File: config.mk
export PLATFORM = sky130hd
export DESIGN_NAME = decode_stage
export DESIGN_NICKNAME = d
export VERILOG_FILES = /design/src/hw/decode_pkg.sv /design/src/hw/pc_tracker.sv /design/src/hw/imm_gen.sv /design/src/hw/op_decoder.sv /design/src/hw/operand_mux.sv /design/src/hw/decode_stage.sv
export VERILOG_INCLUDE_DIRS = /design/src /design/src/hw
export SDC_FILE = /design/constraint.sdc
export NUM_CORES = 1
export LEC_CHECK = 0
export BUFFER_PORTS_ARGS = -buffer_cell sky130_fd_sc_hd__buf_4
export CORE_AREA = 8 8 171 173
export DETAILED_ROUTE_END_ITERATION = 12
export DIE_AREA = 0 0 179 181
export GPL_TIMING_DRIVEN = 0
export PLACE_DENSITY_LB_ADDON = 0.12
export SLEW_MARGIN = 20
export SYNTH_ARGS = -nofsm -noshare
export SYNTH_HDL_FRONTEND = slang
export SYNTH_SLANG_ARGS = --single-unit
File: constraint.sdc
create_clock -name g_clk -period 2.48 [get_ports g_clk]
set_input_delay 0.372 -clock g_clk [delete_from_list [all_inputs] [get_ports g_clk]]
set_output_delay 0.372 -clock g_clk [all_outputs]
set_load 0.02 [all_outputs]
File: src/hw/decode_defines.svh
// Decode stage constants
// Widths, PC reset address, RV32I major opcodes and trap causes
`ifndef DECODE_DEFINES_SVH
`define DECODE_DEFINES_SVH

`define XLEN            32              // Data and PC width
`define REG_ADDR_W      5               // Register address width
`define PC_RESET_ADDR   32'h1000_0000   // PC after reset

// Major opcodes in instruction bits 6:0
// ----------------------------------------
`define OPC_LOAD        7'b0000011
`define OPC_STORE       7'b0100011
`define OPC_BRANCH      7'b1100011
`define OPC_OP_IMM      7'b0010011
`define OPC_OP          7'b0110011
`define OPC_LUI         7'b0110111
`define OPC_AUIPC       7'b0010111
`define OPC_JAL         7'b1101111
`define OPC_JALR        7'b1100111
`define OPC_SYSTEM      7'b1110011

// Trap causes
// ----------------------------------------
`define TRAP_IACCESS    7'd1            // Instruction fetch error
`define TRAP_IOPCODE    7'd2            // Invalid opcode

`endif

File: src/hw/decode_pkg.sv
// Decode package
// One 32-bit instruction word with its R, I, S/B and U/J field views
`default_nettype none

package decode_pkg;

    typedef union packed {
        struct packed {
            logic [6:0] funct7;
            logic [4:0] rs2;
            logic [4:0] rs1;
            logic [2:0] funct3;
            logic [4:0] rd;
            logic [6:0] opcode;
        } r;                            // Register-register view
        struct packed {
            logic [11:0] imm;
            logic [4:0]  rs1;
            logic [2:0]  funct3;
            logic [4:0]  rd;
            logic [6:0]  opcode;
        } i;                            // Immediate view
        struct packed {
            logic [6:0] imm_hi;         // Bits 31:25
            logic [4:0] rs2;
            logic [4:0] rs1;
            logic [2:0] funct3;
            logic [4:0] imm_lo;         // Bits 11:7
            logic [6:0] opcode;
        } sb;                           // Store and branch view
        struct packed {
            logic [19:0] imm;
            logic [4:0]  rd;
            logic [6:0]  opcode;
        } uj;                           // Upper and jump view
    } instr_word_u;

endpackage

`default_nettype wire

File: src/hw/pc_tracker.sv
// Program counter tracker
// Holds the PC of the instruction in decode, advancing by 4 on each
// consumed instruction and loading the target on a control flow change
`timescale 1ns/1ps
`default_nettype none
`include "decode_defines.svh"

module pc_tracker (
    input  wire                 g_clk,
    input  wire                 g_resetn,
    input  wire                 advance_i,      // Instruction eaten
    input  wire                 redirect_i,     // Acknowledged control flow change
    input  wire  [`XLEN-1:0]    target_i,
    output logic [`XLEN-1:0]    pc_o,
    output logic [`XLEN-1:0]    npc_o
);

    logic [`XLEN-1:0] pc_q;

    assign pc_o  = pc_q;
    assign npc_o = pc_q + `XLEN'd4;     // Only 4-byte instructions

    // PC update
    // ----------------------------------------
    always_ff @(posedge g_clk) begin
        if (!g_resetn) begin
            pc_q <= `PC_RESET_ADDR;
        end else if (redirect_i) begin
            pc_q <= target_i;           // Redirect wins over advance
        end else if (advance_i) begin
            pc_q <= npc_o;
        end
    end

endmodule

`default_nettype wire

File: src/hw/imm_gen.sv
// Immediate generator
// Picks the I, S, B, U or J immediate from the major opcode and
// sign-extends it to the full data width
`timescale 1ns/1ps
`default_nettype none
`include "decode_defines.svh"

module imm_gen (
    input  wire decode_pkg::instr_word_u    instr_i,
    output logic [`XLEN-1:0]                imm_o
);

    logic [`XLEN-1:0] imm_i_fmt;
    logic [`XLEN-1:0] imm_s_fmt;
    logic [`XLEN-1:0] imm_b_fmt;
    logic [`XLEN-1:0] imm_u_fmt;
    logic [`XLEN-1:0] imm_j_fmt;

    // Format extraction
    // ----------------------------------------
    assign imm_i_fmt = {{20{instr_i.i.imm[11]}}, instr_i.i.imm};

    assign imm_s_fmt = {{20{instr_i.sb.imm_hi[6]}}, instr_i.sb.imm_hi, instr_i.sb.imm_lo};

    assign imm_b_fmt = {{20{instr_i.sb.imm_hi[6]}},
                        instr_i.sb.imm_lo[0],           // imm[11]
                        instr_i.sb.imm_hi[5:0],         // imm[10:5]
                        instr_i.sb.imm_lo[4:1],         // imm[4:1]
                        1'b0};

    assign imm_u_fmt = {instr_i.uj.imm, 12'b0};

    assign imm_j_fmt = {{12{instr_i.uj.imm[19]}},
                        instr_i.uj.imm[7:0],            // imm[19:12]
                        instr_i.uj.imm[8],              // imm[11]
                        instr_i.uj.imm[18:9],           // imm[10:1]
                        1'b0};

    // Format select
    // ----------------------------------------
    always_comb begin
        case (instr_i.uj.opcode)
            `OPC_LOAD,
            `OPC_OP_IMM,
            `OPC_JALR:   imm_o = imm_i_fmt;
            `OPC_STORE:  imm_o = imm_s_fmt;
            `OPC_BRANCH: imm_o = imm_b_fmt;
            `OPC_LUI,
            `OPC_AUIPC:  imm_o = imm_u_fmt;
            `OPC_JAL:    imm_o = imm_j_fmt;
            default:     imm_o = '0;
        endcase
    end

endmodule

`default_nettype wire

File: src/hw/op_decoder.sv
// RV32I instruction decoder
// Recognises legal encodings and produces register addresses, one-hot
// micro-op flags, writeback selects, operand controls and traps
`timescale 1ns/1ps
`default_nettype none
`include "decode_defines.svh"

module op_decoder (
    input  wire decode_pkg::instr_word_u    instr_i,
    input  wire [1:0]                       ferr_i,     // Fetch error per halfword
    output logic [`REG_ADDR_W-1:0]          rs1_addr_o,
    output logic [`REG_ADDR_W-1:0]          rs2_addr_o,
    output logic [`REG_ADDR_W-1:0]          rd_o,
    output logic alu_add_o, alu_sub_o, alu_and_o, alu_or_o, alu_xor_o,
    output logic alu_sll_o, alu_srl_o, alu_sra_o, alu_slt_o, alu_sltu_o,
    output logic cfu_beq_o, cfu_bne_o, cfu_blt_o, cfu_bge_o, cfu_bltu_o,
    output logic cfu_bgeu_o, cfu_jal_o, cfu_jalr_o, cfu_ecall_o, cfu_ebrk_o,
    output logic lsu_load_o, lsu_store_o, lsu_byte_o, lsu_half_o,
    output logic lsu_word_o, lsu_sext_o,
    output logic wb_alu_o, wb_lsu_o, wb_npc_o,
    output logic use_imm_o, use_shamt_imm_o, lhs_pc_o, lhs_zero_o,
    output logic                            trap_o,
    output logic [6:0]                      trap_cause_o
);

    logic [2:0] f3;
    logic       f7_zero, f7_alt;
    logic       is_load, is_store, is_branch, is_op_imm, is_op;
    logic       is_lui, is_auipc, is_jal, is_jalr, is_system;
    logic       op_ok, op_imm_ok, load_ok, store_ok, branch_ok, jalr_ok;
    logic       arith, sys_base, legal, iaccess, mem_ok, alu_any;

    assign f3      = instr_i.r.funct3;
    assign f7_zero = instr_i.r.funct7 == 7'b0000000;
    assign f7_alt  = instr_i.r.funct7 == 7'b0100000;    // SUB, SRA, SRAI

    // Major opcode
    // ----------------------------------------
    assign is_load   = instr_i.r.opcode == `OPC_LOAD;
    assign is_store  = instr_i.r.opcode == `OPC_STORE;
    assign is_branch = instr_i.r.opcode == `OPC_BRANCH;
    assign is_op_imm = instr_i.r.opcode == `OPC_OP_IMM;
    assign is_op     = instr_i.r.opcode == `OPC_OP;
    assign is_lui    = instr_i.r.opcode == `OPC_LUI;
    assign is_auipc  = instr_i.r.opcode == `OPC_AUIPC;
    assign is_jal    = instr_i.r.opcode == `OPC_JAL;
    assign is_jalr   = instr_i.r.opcode == `OPC_JALR;
    assign is_system = instr_i.r.opcode == `OPC_SYSTEM;

    // Legal funct3/funct7 per opcode group
    assign op_ok     = is_op && (f7_zero || (f7_alt && (f3 == 3'd0 || f3 == 3'd5)));
    assign op_imm_ok = is_op_imm && (f3 == 3'd1 ? f7_zero :
                                     f3 == 3'd5 ? (f7_zero || f7_alt) : 1'b1);
    assign load_ok   = is_load && (f3 == 3'd0 || f3 == 3'd1 || f3 == 3'd2 ||
                                   f3 == 3'd4 || f3 == 3'd5);
    assign store_ok  = is_store && f3 < 3'd3;
    assign branch_ok = is_branch && f3 != 3'd2 && f3 != 3'd3;
    assign jalr_ok   = is_jalr && f3 == 3'd0;
    assign sys_base  = is_system && f7_zero && instr_i.r.rs1 == '0 &&
                       f3 == 3'd0 && instr_i.r.rd == '0;

    assign cfu_ecall_o = sys_base && instr_i.r.rs2 == 5'd0;
    assign cfu_ebrk_o  = sys_base && instr_i.r.rs2 == 5'd1;

    assign legal = op_ok || op_imm_ok || load_ok || store_ok || branch_ok ||
                   jalr_ok || is_jal || is_lui || is_auipc ||
                   cfu_ecall_o || cfu_ebrk_o;

    // Register addresses
    // ----------------------------------------
    assign rs1_addr_o = instr_i.r.rs1;
    assign rs2_addr_o = instr_i.r.rs2;
    assign rd_o       = (is_store || is_branch) ? '0 : instr_i.r.rd;

    // ALU, OP and OP-IMM share the funct3 map
    // ----------------------------------------
    assign arith      = op_ok || op_imm_ok;
    assign alu_add_o  = (arith && f3 == 3'd0 && !(is_op && f7_alt)) ||
                        is_auipc || load_ok || store_ok;    // AUIPC, address calc
    assign alu_sub_o  = (op_ok && f3 == 3'd0 && f7_alt) || branch_ok;
    assign alu_sll_o  = arith && f3 == 3'd1;
    assign alu_slt_o  = arith && f3 == 3'd2;
    assign alu_sltu_o = arith && f3 == 3'd3;
    assign alu_xor_o  = arith && f3 == 3'd4;
    assign alu_srl_o  = arith && f3 == 3'd5 && f7_zero;
    assign alu_sra_o  = arith && f3 == 3'd5 && f7_alt;
    assign alu_or_o   = (arith && f3 == 3'd6) || is_lui;    // LUI is 0 | imm
    assign alu_and_o  = arith && f3 == 3'd7;

    assign use_imm_o       = op_imm_ok || is_lui || is_auipc || load_ok || store_ok;
    assign use_shamt_imm_o = op_imm_ok && f3[1:0] == 2'b01;
    assign lhs_pc_o        = is_auipc;
    assign lhs_zero_o      = is_lui;

    // Control flow
    assign cfu_beq_o  = branch_ok && f3 == 3'd0;
    assign cfu_bne_o  = branch_ok && f3 == 3'd1;
    assign cfu_blt_o  = branch_ok && f3 == 3'd4;
    assign cfu_bge_o  = branch_ok && f3 == 3'd5;
    assign cfu_bltu_o = branch_ok && f3 == 3'd6;
    assign cfu_bgeu_o = branch_ok && f3 == 3'd7;
    assign cfu_jal_o  = is_jal;
    assign cfu_jalr_o = jalr_ok;

    // Traps, fetch error over invalid opcode
    // ----------------------------------------
    assign iaccess      = |ferr_i;
    assign trap_o       = iaccess || !legal;
    assign trap_cause_o = iaccess ? `TRAP_IACCESS :
                          !legal  ? `TRAP_IOPCODE : 7'd0;

    // Load/store, quiet on a trap
    assign mem_ok      = (load_ok || store_ok) && !trap_o;
    assign lsu_load_o  = mem_ok && is_load;
    assign lsu_store_o = mem_ok && is_store;
    assign lsu_byte_o  = mem_ok && f3[1:0] == 2'd0;
    assign lsu_half_o  = mem_ok && f3[1:0] == 2'd1;
    assign lsu_word_o  = mem_ok && f3[1:0] == 2'd2;
    assign lsu_sext_o  = mem_ok && is_load && !f3[2];       // LB, LH, LW

    // Writeback select
    assign alu_any  = alu_add_o || alu_sub_o || alu_and_o || alu_or_o ||
                      alu_xor_o || alu_sll_o || alu_srl_o || alu_sra_o ||
                      alu_slt_o || alu_sltu_o;
    assign wb_npc_o = !trap_o && (cfu_jal_o || cfu_jalr_o);
    assign wb_lsu_o = lsu_load_o;
    assign wb_alu_o = !trap_o && alu_any && !branch_ok && !load_ok;

endmodule

`default_nettype wire

File: src/hw/operand_mux.sv
// ALU operand mux
// Chooses the left and right ALU operands and the shift amount
`timescale 1ns/1ps
`default_nettype none
`include "decode_defines.svh"

module operand_mux (
    input  wire  [`XLEN-1:0]    pc_i,
    input  wire  [`XLEN-1:0]    imm_i,
    input  wire  [`XLEN-1:0]    rs1_data_i,
    input  wire  [`XLEN-1:0]    rs2_data_i,
    input  wire                 use_imm_i,          // Immediate as right operand
    input  wire                 use_shamt_imm_i,    // SLLI, SRLI, SRAI
    input  wire                 lhs_pc_i,           // AUIPC
    input  wire                 lhs_zero_i,         // LUI
    input  wire  [4:0]          shamt_field_i,      // Instruction bits 24:20
    output logic [`XLEN-1:0]    alu_lhs_o,
    output logic [`XLEN-1:0]    alu_rhs_o,
    output logic [4:0]          alu_shamt_o
);

    // Left operand
    // ----------------------------------------
    assign alu_lhs_o = lhs_pc_i   ? pc_i :
                       lhs_zero_i ? '0   :
                                    rs1_data_i;

    // Right operand and shift amount
    // ----------------------------------------
    assign alu_rhs_o   = use_imm_i ? imm_i : rs2_data_i;

    assign alu_shamt_o = use_shamt_imm_i ? shamt_field_i : rs2_data_i[4:0];

endmodule

`default_nettype wire

File: src/hw/decode_stage.sv
// Decode and operand gather stage
// Takes one RV32I instruction from fetch, decodes it, gathers operands
// and hands it to execute while tracking the program counter
`timescale 1ns/1ps
`default_nettype none
`include "decode_defines.svh"

module decode_stage (
    input  wire                     g_clk,
    input  wire                     g_resetn,
    input  wire                     s1_valid_i,         // Instruction present
    input  wire  [31:0]             s1_instr_i,
    input  wire  [1:0]              s1_ferr_i,
    output logic                    s1_eat_o,           // Instruction taken this edge
    input  wire                     cf_valid_i,
    input  wire                     cf_ack_i,
    input  wire  [`XLEN-1:0]        cf_target_i,
    output logic [`REG_ADDR_W-1:0]  s1_rs1_addr_o,
    input  wire  [`XLEN-1:0]        s1_rs1_data_i,      // Forwarded
    output logic [`REG_ADDR_W-1:0]  s1_rs2_addr_o,
    input  wire  [`XLEN-1:0]        s1_rs2_data_i,      // Forwarded
    input  wire                     s2_ready_i,
    output logic                    s2_valid_o,
    output logic [`XLEN-1:0]        s2_pc_o,
    output logic [`XLEN-1:0]        s2_npc_o,
    output logic [31:0]             s2_instr_o,
    output logic [`XLEN-1:0]        s2_imm_o,
    output logic [`REG_ADDR_W-1:0]  s2_rd_o,
    output logic [`XLEN-1:0]        s2_rs1_data_o,
    output logic [`XLEN-1:0]        s2_rs2_data_o,
    output logic [`XLEN-1:0]        s2_alu_lhs_o,
    output logic [`XLEN-1:0]        s2_alu_rhs_o,
    output logic [4:0]              s2_alu_shamt_o,
    output logic                    s2_trap_o,
    output logic [6:0]              s2_trap_cause_o,
    output logic s2_alu_add_o, s2_alu_sub_o, s2_alu_and_o, s2_alu_or_o, s2_alu_xor_o,
    output logic s2_alu_sll_o, s2_alu_srl_o, s2_alu_sra_o, s2_alu_slt_o, s2_alu_sltu_o,
    output logic s2_cfu_beq_o, s2_cfu_bne_o, s2_cfu_blt_o, s2_cfu_bge_o, s2_cfu_bltu_o,
    output logic s2_cfu_bgeu_o, s2_cfu_jal_o, s2_cfu_jalr_o, s2_cfu_ecall_o, s2_cfu_ebrk_o,
    output logic s2_lsu_load_o, s2_lsu_store_o, s2_lsu_byte_o, s2_lsu_half_o,
    output logic s2_lsu_word_o, s2_lsu_sext_o,
    output logic s2_wb_alu_o, s2_wb_lsu_o, s2_wb_npc_o
);

    decode_pkg::instr_word_u s1_word;
    logic cf_redirect;
    logic use_imm, use_shamt_imm, lhs_pc, lhs_zero;

    // Stage handoff
    // ----------------------------------------
    assign s1_eat_o      = s1_valid_i && s2_ready_i;
    assign s2_valid_o    = s1_valid_i;
    assign s2_instr_o    = s1_instr_i;
    assign s2_rs1_data_o = s1_rs1_data_i;
    assign s2_rs2_data_o = s1_rs2_data_i;
    assign s1_word       = decode_pkg::instr_word_u'(s1_instr_i);
    assign cf_redirect   = cf_valid_i && cf_ack_i;

    pc_tracker u_pc (
        .g_clk(g_clk), .g_resetn(g_resetn),
        .advance_i(s1_eat_o), .redirect_i(cf_redirect), .target_i(cf_target_i),
        .pc_o(s2_pc_o), .npc_o(s2_npc_o)
    );

    imm_gen u_imm (
        .instr_i(s1_word), .imm_o(s2_imm_o)
    );

    op_decoder u_dec (
        .instr_i(s1_word), .ferr_i(s1_ferr_i),
        .rs1_addr_o(s1_rs1_addr_o), .rs2_addr_o(s1_rs2_addr_o), .rd_o(s2_rd_o),
        .alu_add_o(s2_alu_add_o), .alu_sub_o(s2_alu_sub_o), .alu_and_o(s2_alu_and_o),
        .alu_or_o(s2_alu_or_o), .alu_xor_o(s2_alu_xor_o), .alu_sll_o(s2_alu_sll_o),
        .alu_srl_o(s2_alu_srl_o), .alu_sra_o(s2_alu_sra_o), .alu_slt_o(s2_alu_slt_o),
        .alu_sltu_o(s2_alu_sltu_o),
        .cfu_beq_o(s2_cfu_beq_o), .cfu_bne_o(s2_cfu_bne_o), .cfu_blt_o(s2_cfu_blt_o),
        .cfu_bge_o(s2_cfu_bge_o), .cfu_bltu_o(s2_cfu_bltu_o), .cfu_bgeu_o(s2_cfu_bgeu_o),
        .cfu_jal_o(s2_cfu_jal_o), .cfu_jalr_o(s2_cfu_jalr_o),
        .cfu_ecall_o(s2_cfu_ecall_o), .cfu_ebrk_o(s2_cfu_ebrk_o),
        .lsu_load_o(s2_lsu_load_o), .lsu_store_o(s2_lsu_store_o),
        .lsu_byte_o(s2_lsu_byte_o), .lsu_half_o(s2_lsu_half_o),
        .lsu_word_o(s2_lsu_word_o), .lsu_sext_o(s2_lsu_sext_o),
        .wb_alu_o(s2_wb_alu_o), .wb_lsu_o(s2_wb_lsu_o), .wb_npc_o(s2_wb_npc_o),
        .use_imm_o(use_imm), .use_shamt_imm_o(use_shamt_imm),
        .lhs_pc_o(lhs_pc), .lhs_zero_o(lhs_zero),
        .trap_o(s2_trap_o), .trap_cause_o(s2_trap_cause_o)
    );

    operand_mux u_opnd (
        .pc_i(s2_pc_o), .imm_i(s2_imm_o),
        .rs1_data_i(s1_rs1_data_i), .rs2_data_i(s1_rs2_data_i),
        .use_imm_i(use_imm), .use_shamt_imm_i(use_shamt_imm),
        .lhs_pc_i(lhs_pc), .lhs_zero_i(lhs_zero),
        .shamt_field_i(s1_instr_i[24:20]),
        .alu_lhs_o(s2_alu_lhs_o), .alu_rhs_o(s2_alu_rhs_o), .alu_shamt_o(s2_alu_shamt_o)
    );

endmodule

`default_nettype wire

==> results.txt <==
----------------------------------------------------
[Critical path]
  Critical path class ... primary input to output port
  Max FO, Critical Path ... 6
  List of cells traversed by the critical path ... buf_12, nor4bb_4, buf_6, nand2_4, buf_12, o32ai_4, buf_12, a211oi_1, a211oi_2, buf_4
  Sum of buffers and inverters on the critical path ... 5
  Slowest cell delay on critical path ... 350 ps
  Top delay family on crit path ... buffers and inverters
  Worst EP arrival ... 2220 ps
  CP endpoint kind ... output port
  Required time reported for the critical path endpoint ... 2110 ps
  Kind of start point of the critical path ... primary input
  Slack of the worst reg-to-reg path ... 210 ps
  Dominant cell type by count on the critical path ... sky130_fd_sc_hd__buf_12
  Worst path slowest cell ... sky130_fd_sc_hd__o32ai_4

[Timing]
  Clk_skew ... 4.74 ps
  Post-route clock period utilization ... 105%
  Final number of setup-violating endpoints ... 43
  Final hold slack ... 368 ps
  RSZ-0062 raised after global routing ... yes
  Setup WS post-layout ... -114 ps
  Slew of the pin with the lowest slew margin ... 657 ps
  Max transition margin ... 55.9%
  Number of max-slew violations in the final report ... 0
  Highest clock rate ... 385 MHz
  Count of final hold-check violations ... 0
  Final worst path period need ... 2590 ps

[Run status]
  Violations in the final reports ... negative setup slack
  Status ... complete, but fails checks

[Logic synthesis]
  Top post-synthesis cells by area ... sky130_fd_sc_hd__buf_4, sky130_fd_sc_hd__dfxtp_1, sky130_fd_sc_hd__mux2_2
  Number of instances in the synthesized netlist ... 700
  Netlist cell types ... 55
  Cell taking the most area after synthesis ... sky130_fd_sc_hd__buf_4
  Share of flip-flops with an asynchronous set or reset ... 0%
  Per-instance average area after synthesis ... 7.12 µm²
  Share of the yosys chip area belonging to registers ... 12.9%
  Warning count from the yosys run ... 0
  Register bit count reported by yosys ... 32
  Main synth FF type ... sky130_fd_sc_hd__dfxtp_1
  Post-synthesis instance area ... 4980 µm²
  Number of flops mapped to enable cells by yosys ... 0
  Share of Yosys cell area claimed by the top area cell type ... 18.5%

[Place]
  RePlAce Congestion ... 0.835
  Count of input and output buffers ... 444
  DP Wirelength ... 27,600 µm

[Final layout]
  Area growth syn-to-layout ... 107%
  Fraction of layout instances using a drive strength above 1 ... 62.6%
  Final antenna diode count ... 0
  Utilization after layout ... 38.9%
  Max FFs per register ... 32
  Total number of nets in the final design ... 1,337

[Floorplanning]
  Overall die area ... 32,400 µm²
  Die extent in x ... 179 µm
  Row count ... 60
  Core area ... 26,500 µm²
  Boundary pin count ... 451
  Height of the die ... 181 µm
  Initial Util ... 18.8%

[Pwr]
  Leakage ... 5.17 nW
  Pwr dens ... 291 nW/µm²
  Peak supply drop ... 0.269 mV

[Clock tree]
  Clock input transition at the sequential cells of the worst setup and hold paths ... 60 ps
  TritonCTS sink count ... 32
  CTS Hold Buffers Added ... 0
  Clock root buffer master ... sky130_fd_sc_hd__clkbuf_16
  Clock tree from TritonCTS ... yes
  Clock latency reported for the late side of the worst-skew pair ... 280 ps
  CTS H-Tree Depth ... 2
  Max Root-Sink Buffers ... 2
  Number of buffers created by CTS ... 5

[Flow run]
  Max-cap violations ... 0

[Min path]
  Hold crit path type ... primary input to flop

[Detailed routing]
  Via count of the routed design ... 6,871
  Remaining routing DRC violations ... 0
  Avg WL per Cell ... 21.8 µm
  Violation count after the first detailed-route iteration ... 292
  Total wirelength of the detailed-routed design ... 33,700 µm
  Post-detailed-route via-to-cell ratio ... 4.46
  Number of routed nets with antenna violations ... 0
  1st-pass router iterations ... 4

[Global routing]
  Wire length of the first global-routing pass ... 47,400 µm
  Overall track demand over capacity in global routing ... 19.1%
  Maximum number of pins on one net before global-route repair ... 11
  Via count of the first global-routing pass ... 7,012
  Initial antenna violation count ... 1
  GRT Residual Overflow ... 0

----------------------------------------------------
## cell type report
class / count / area, µm²
buffer: 163 / 1260
clock buffer: 7 / 153
clock inverter: 1 / 30.0
fill: 2808 / 16200
inverter: 12 / 47.5
multi-input combinational: 494 / 3670
sequential: 32 / 658
tap: 341 / 427
timing repair buffer: 492 / 4050
## cells by family after synthesis
family                     Yosys count  share of synthesized area (%)
adders and majority gates            1                          0.251
xor gates and xnor gates            51                           8.97
AOI/OAI and AO/OA                  126                           16.8
DFF                                 32                           12.9
muxes                               37                           8.36
other                                1                         0.0753
and+or+nand+nor                    274                           29.7
buffers and inverters              178                           23.0
## worst paths after layout
kind / from / end / cells after the start
setup / recovery: s1_instr_i[2] / s2_wb_alu_o / 10
hold reg to reg: u_pc.pc_o[0]$_SDFFE_PN0P_ / u_pc.pc_o[0]$_SDFFE_PN0P_ / 2
setup reg to reg: u_pc.pc_o[8]$_SDFFE_PN0P_ / u_pc.pc_o[16]$_SDFFE_PN0P_ / 6
hold / removal: cf_target_i[0] / u_pc.pc_o[0]$_SDFFE_PN0P_ / 3
## metal layers
metal  vias up  share of wire [%]  global-route usage (%)
li1       3318                  -                       -
met1      3223                 37                    20.9
met2       302                 53                    36.3
met3        26                9.1                    5.11
met4         2                1.3                    2.84
met5         -              0.039                       0
## per-stage QoR
stage          total power, mW  instance area (µm²)  cells  TNS (ps)  setup slack, ps
6_report                  3.00                10300   1542     -1830             -114
5_1_grt                   3.13                10300   1542     -3070             -148
4_1_cts                   2.99                10000   1535     -1560            -94.2
3_5_place_dp              2.11                 8780   1489    -39360             -557
3_3_place_gp              2.11                 8780   1489    -37490             -543
2_1_floorplan             1.35                 5020    704      -125            -66.4
## cell usage after synthesis (all sizes together), types with 4 or more instances
cell,n
buf,132
nand2,74
o21ai,48
nor2,43
mux2,37
clkbuf,34
dfxtp,32
nand2b,30
xor2,28
nand3,23
xnor2,23
nand4,22
a21o,20
nor3,18
a21oi,15
a211oi,14
and2,14
nor4,14
inv,11
a31oi,9
and4,7
and3,6
nand3b,6
or3,5
a22o,4
a311oi,4
o21a,4
## placed cells by master, fill, tap and decap left out, drive strengths merged, types with 28 or more instances in the layout
cell    count
o21ai      48
buf       627
mux2       37
clkbuf     35
nand2      74
nor2       43
dfxtp      32
nand2b     30
xor2       28
## timing repair
| item | 4_1_cts | 5_1_grt |
|---|---|---|
| cloned | 3 | 1 |
| setup buffers | 37 | 10 |
| pin swaps | 16 | 19 |
| setup endpoints to repair | 128 | 81 |
| resized for setup | 158 | 91 |
## power breakdown
| part | switching, mW | leakage, nW | internal [mW] |
|---|---|---|---|
| clock network | 0.240 | 0.0901 | 0.529 |
| logic | 0.831 | 4.81 | 0.782 |
| registers | 0.0615 | 0.269 | 0.552 |
| total | 1.13 | 5.17 | 1.86 |
## worst min-delay path, delay by kind of cell
kind | cells | cell delay [ps]
AOI/OAI and AO/OA | 1 | 50
and+or+nand+nor | 1 | 70
buffers and inverters | 1 | 110
No activity file was read; power rests on OpenSTA's default activity.
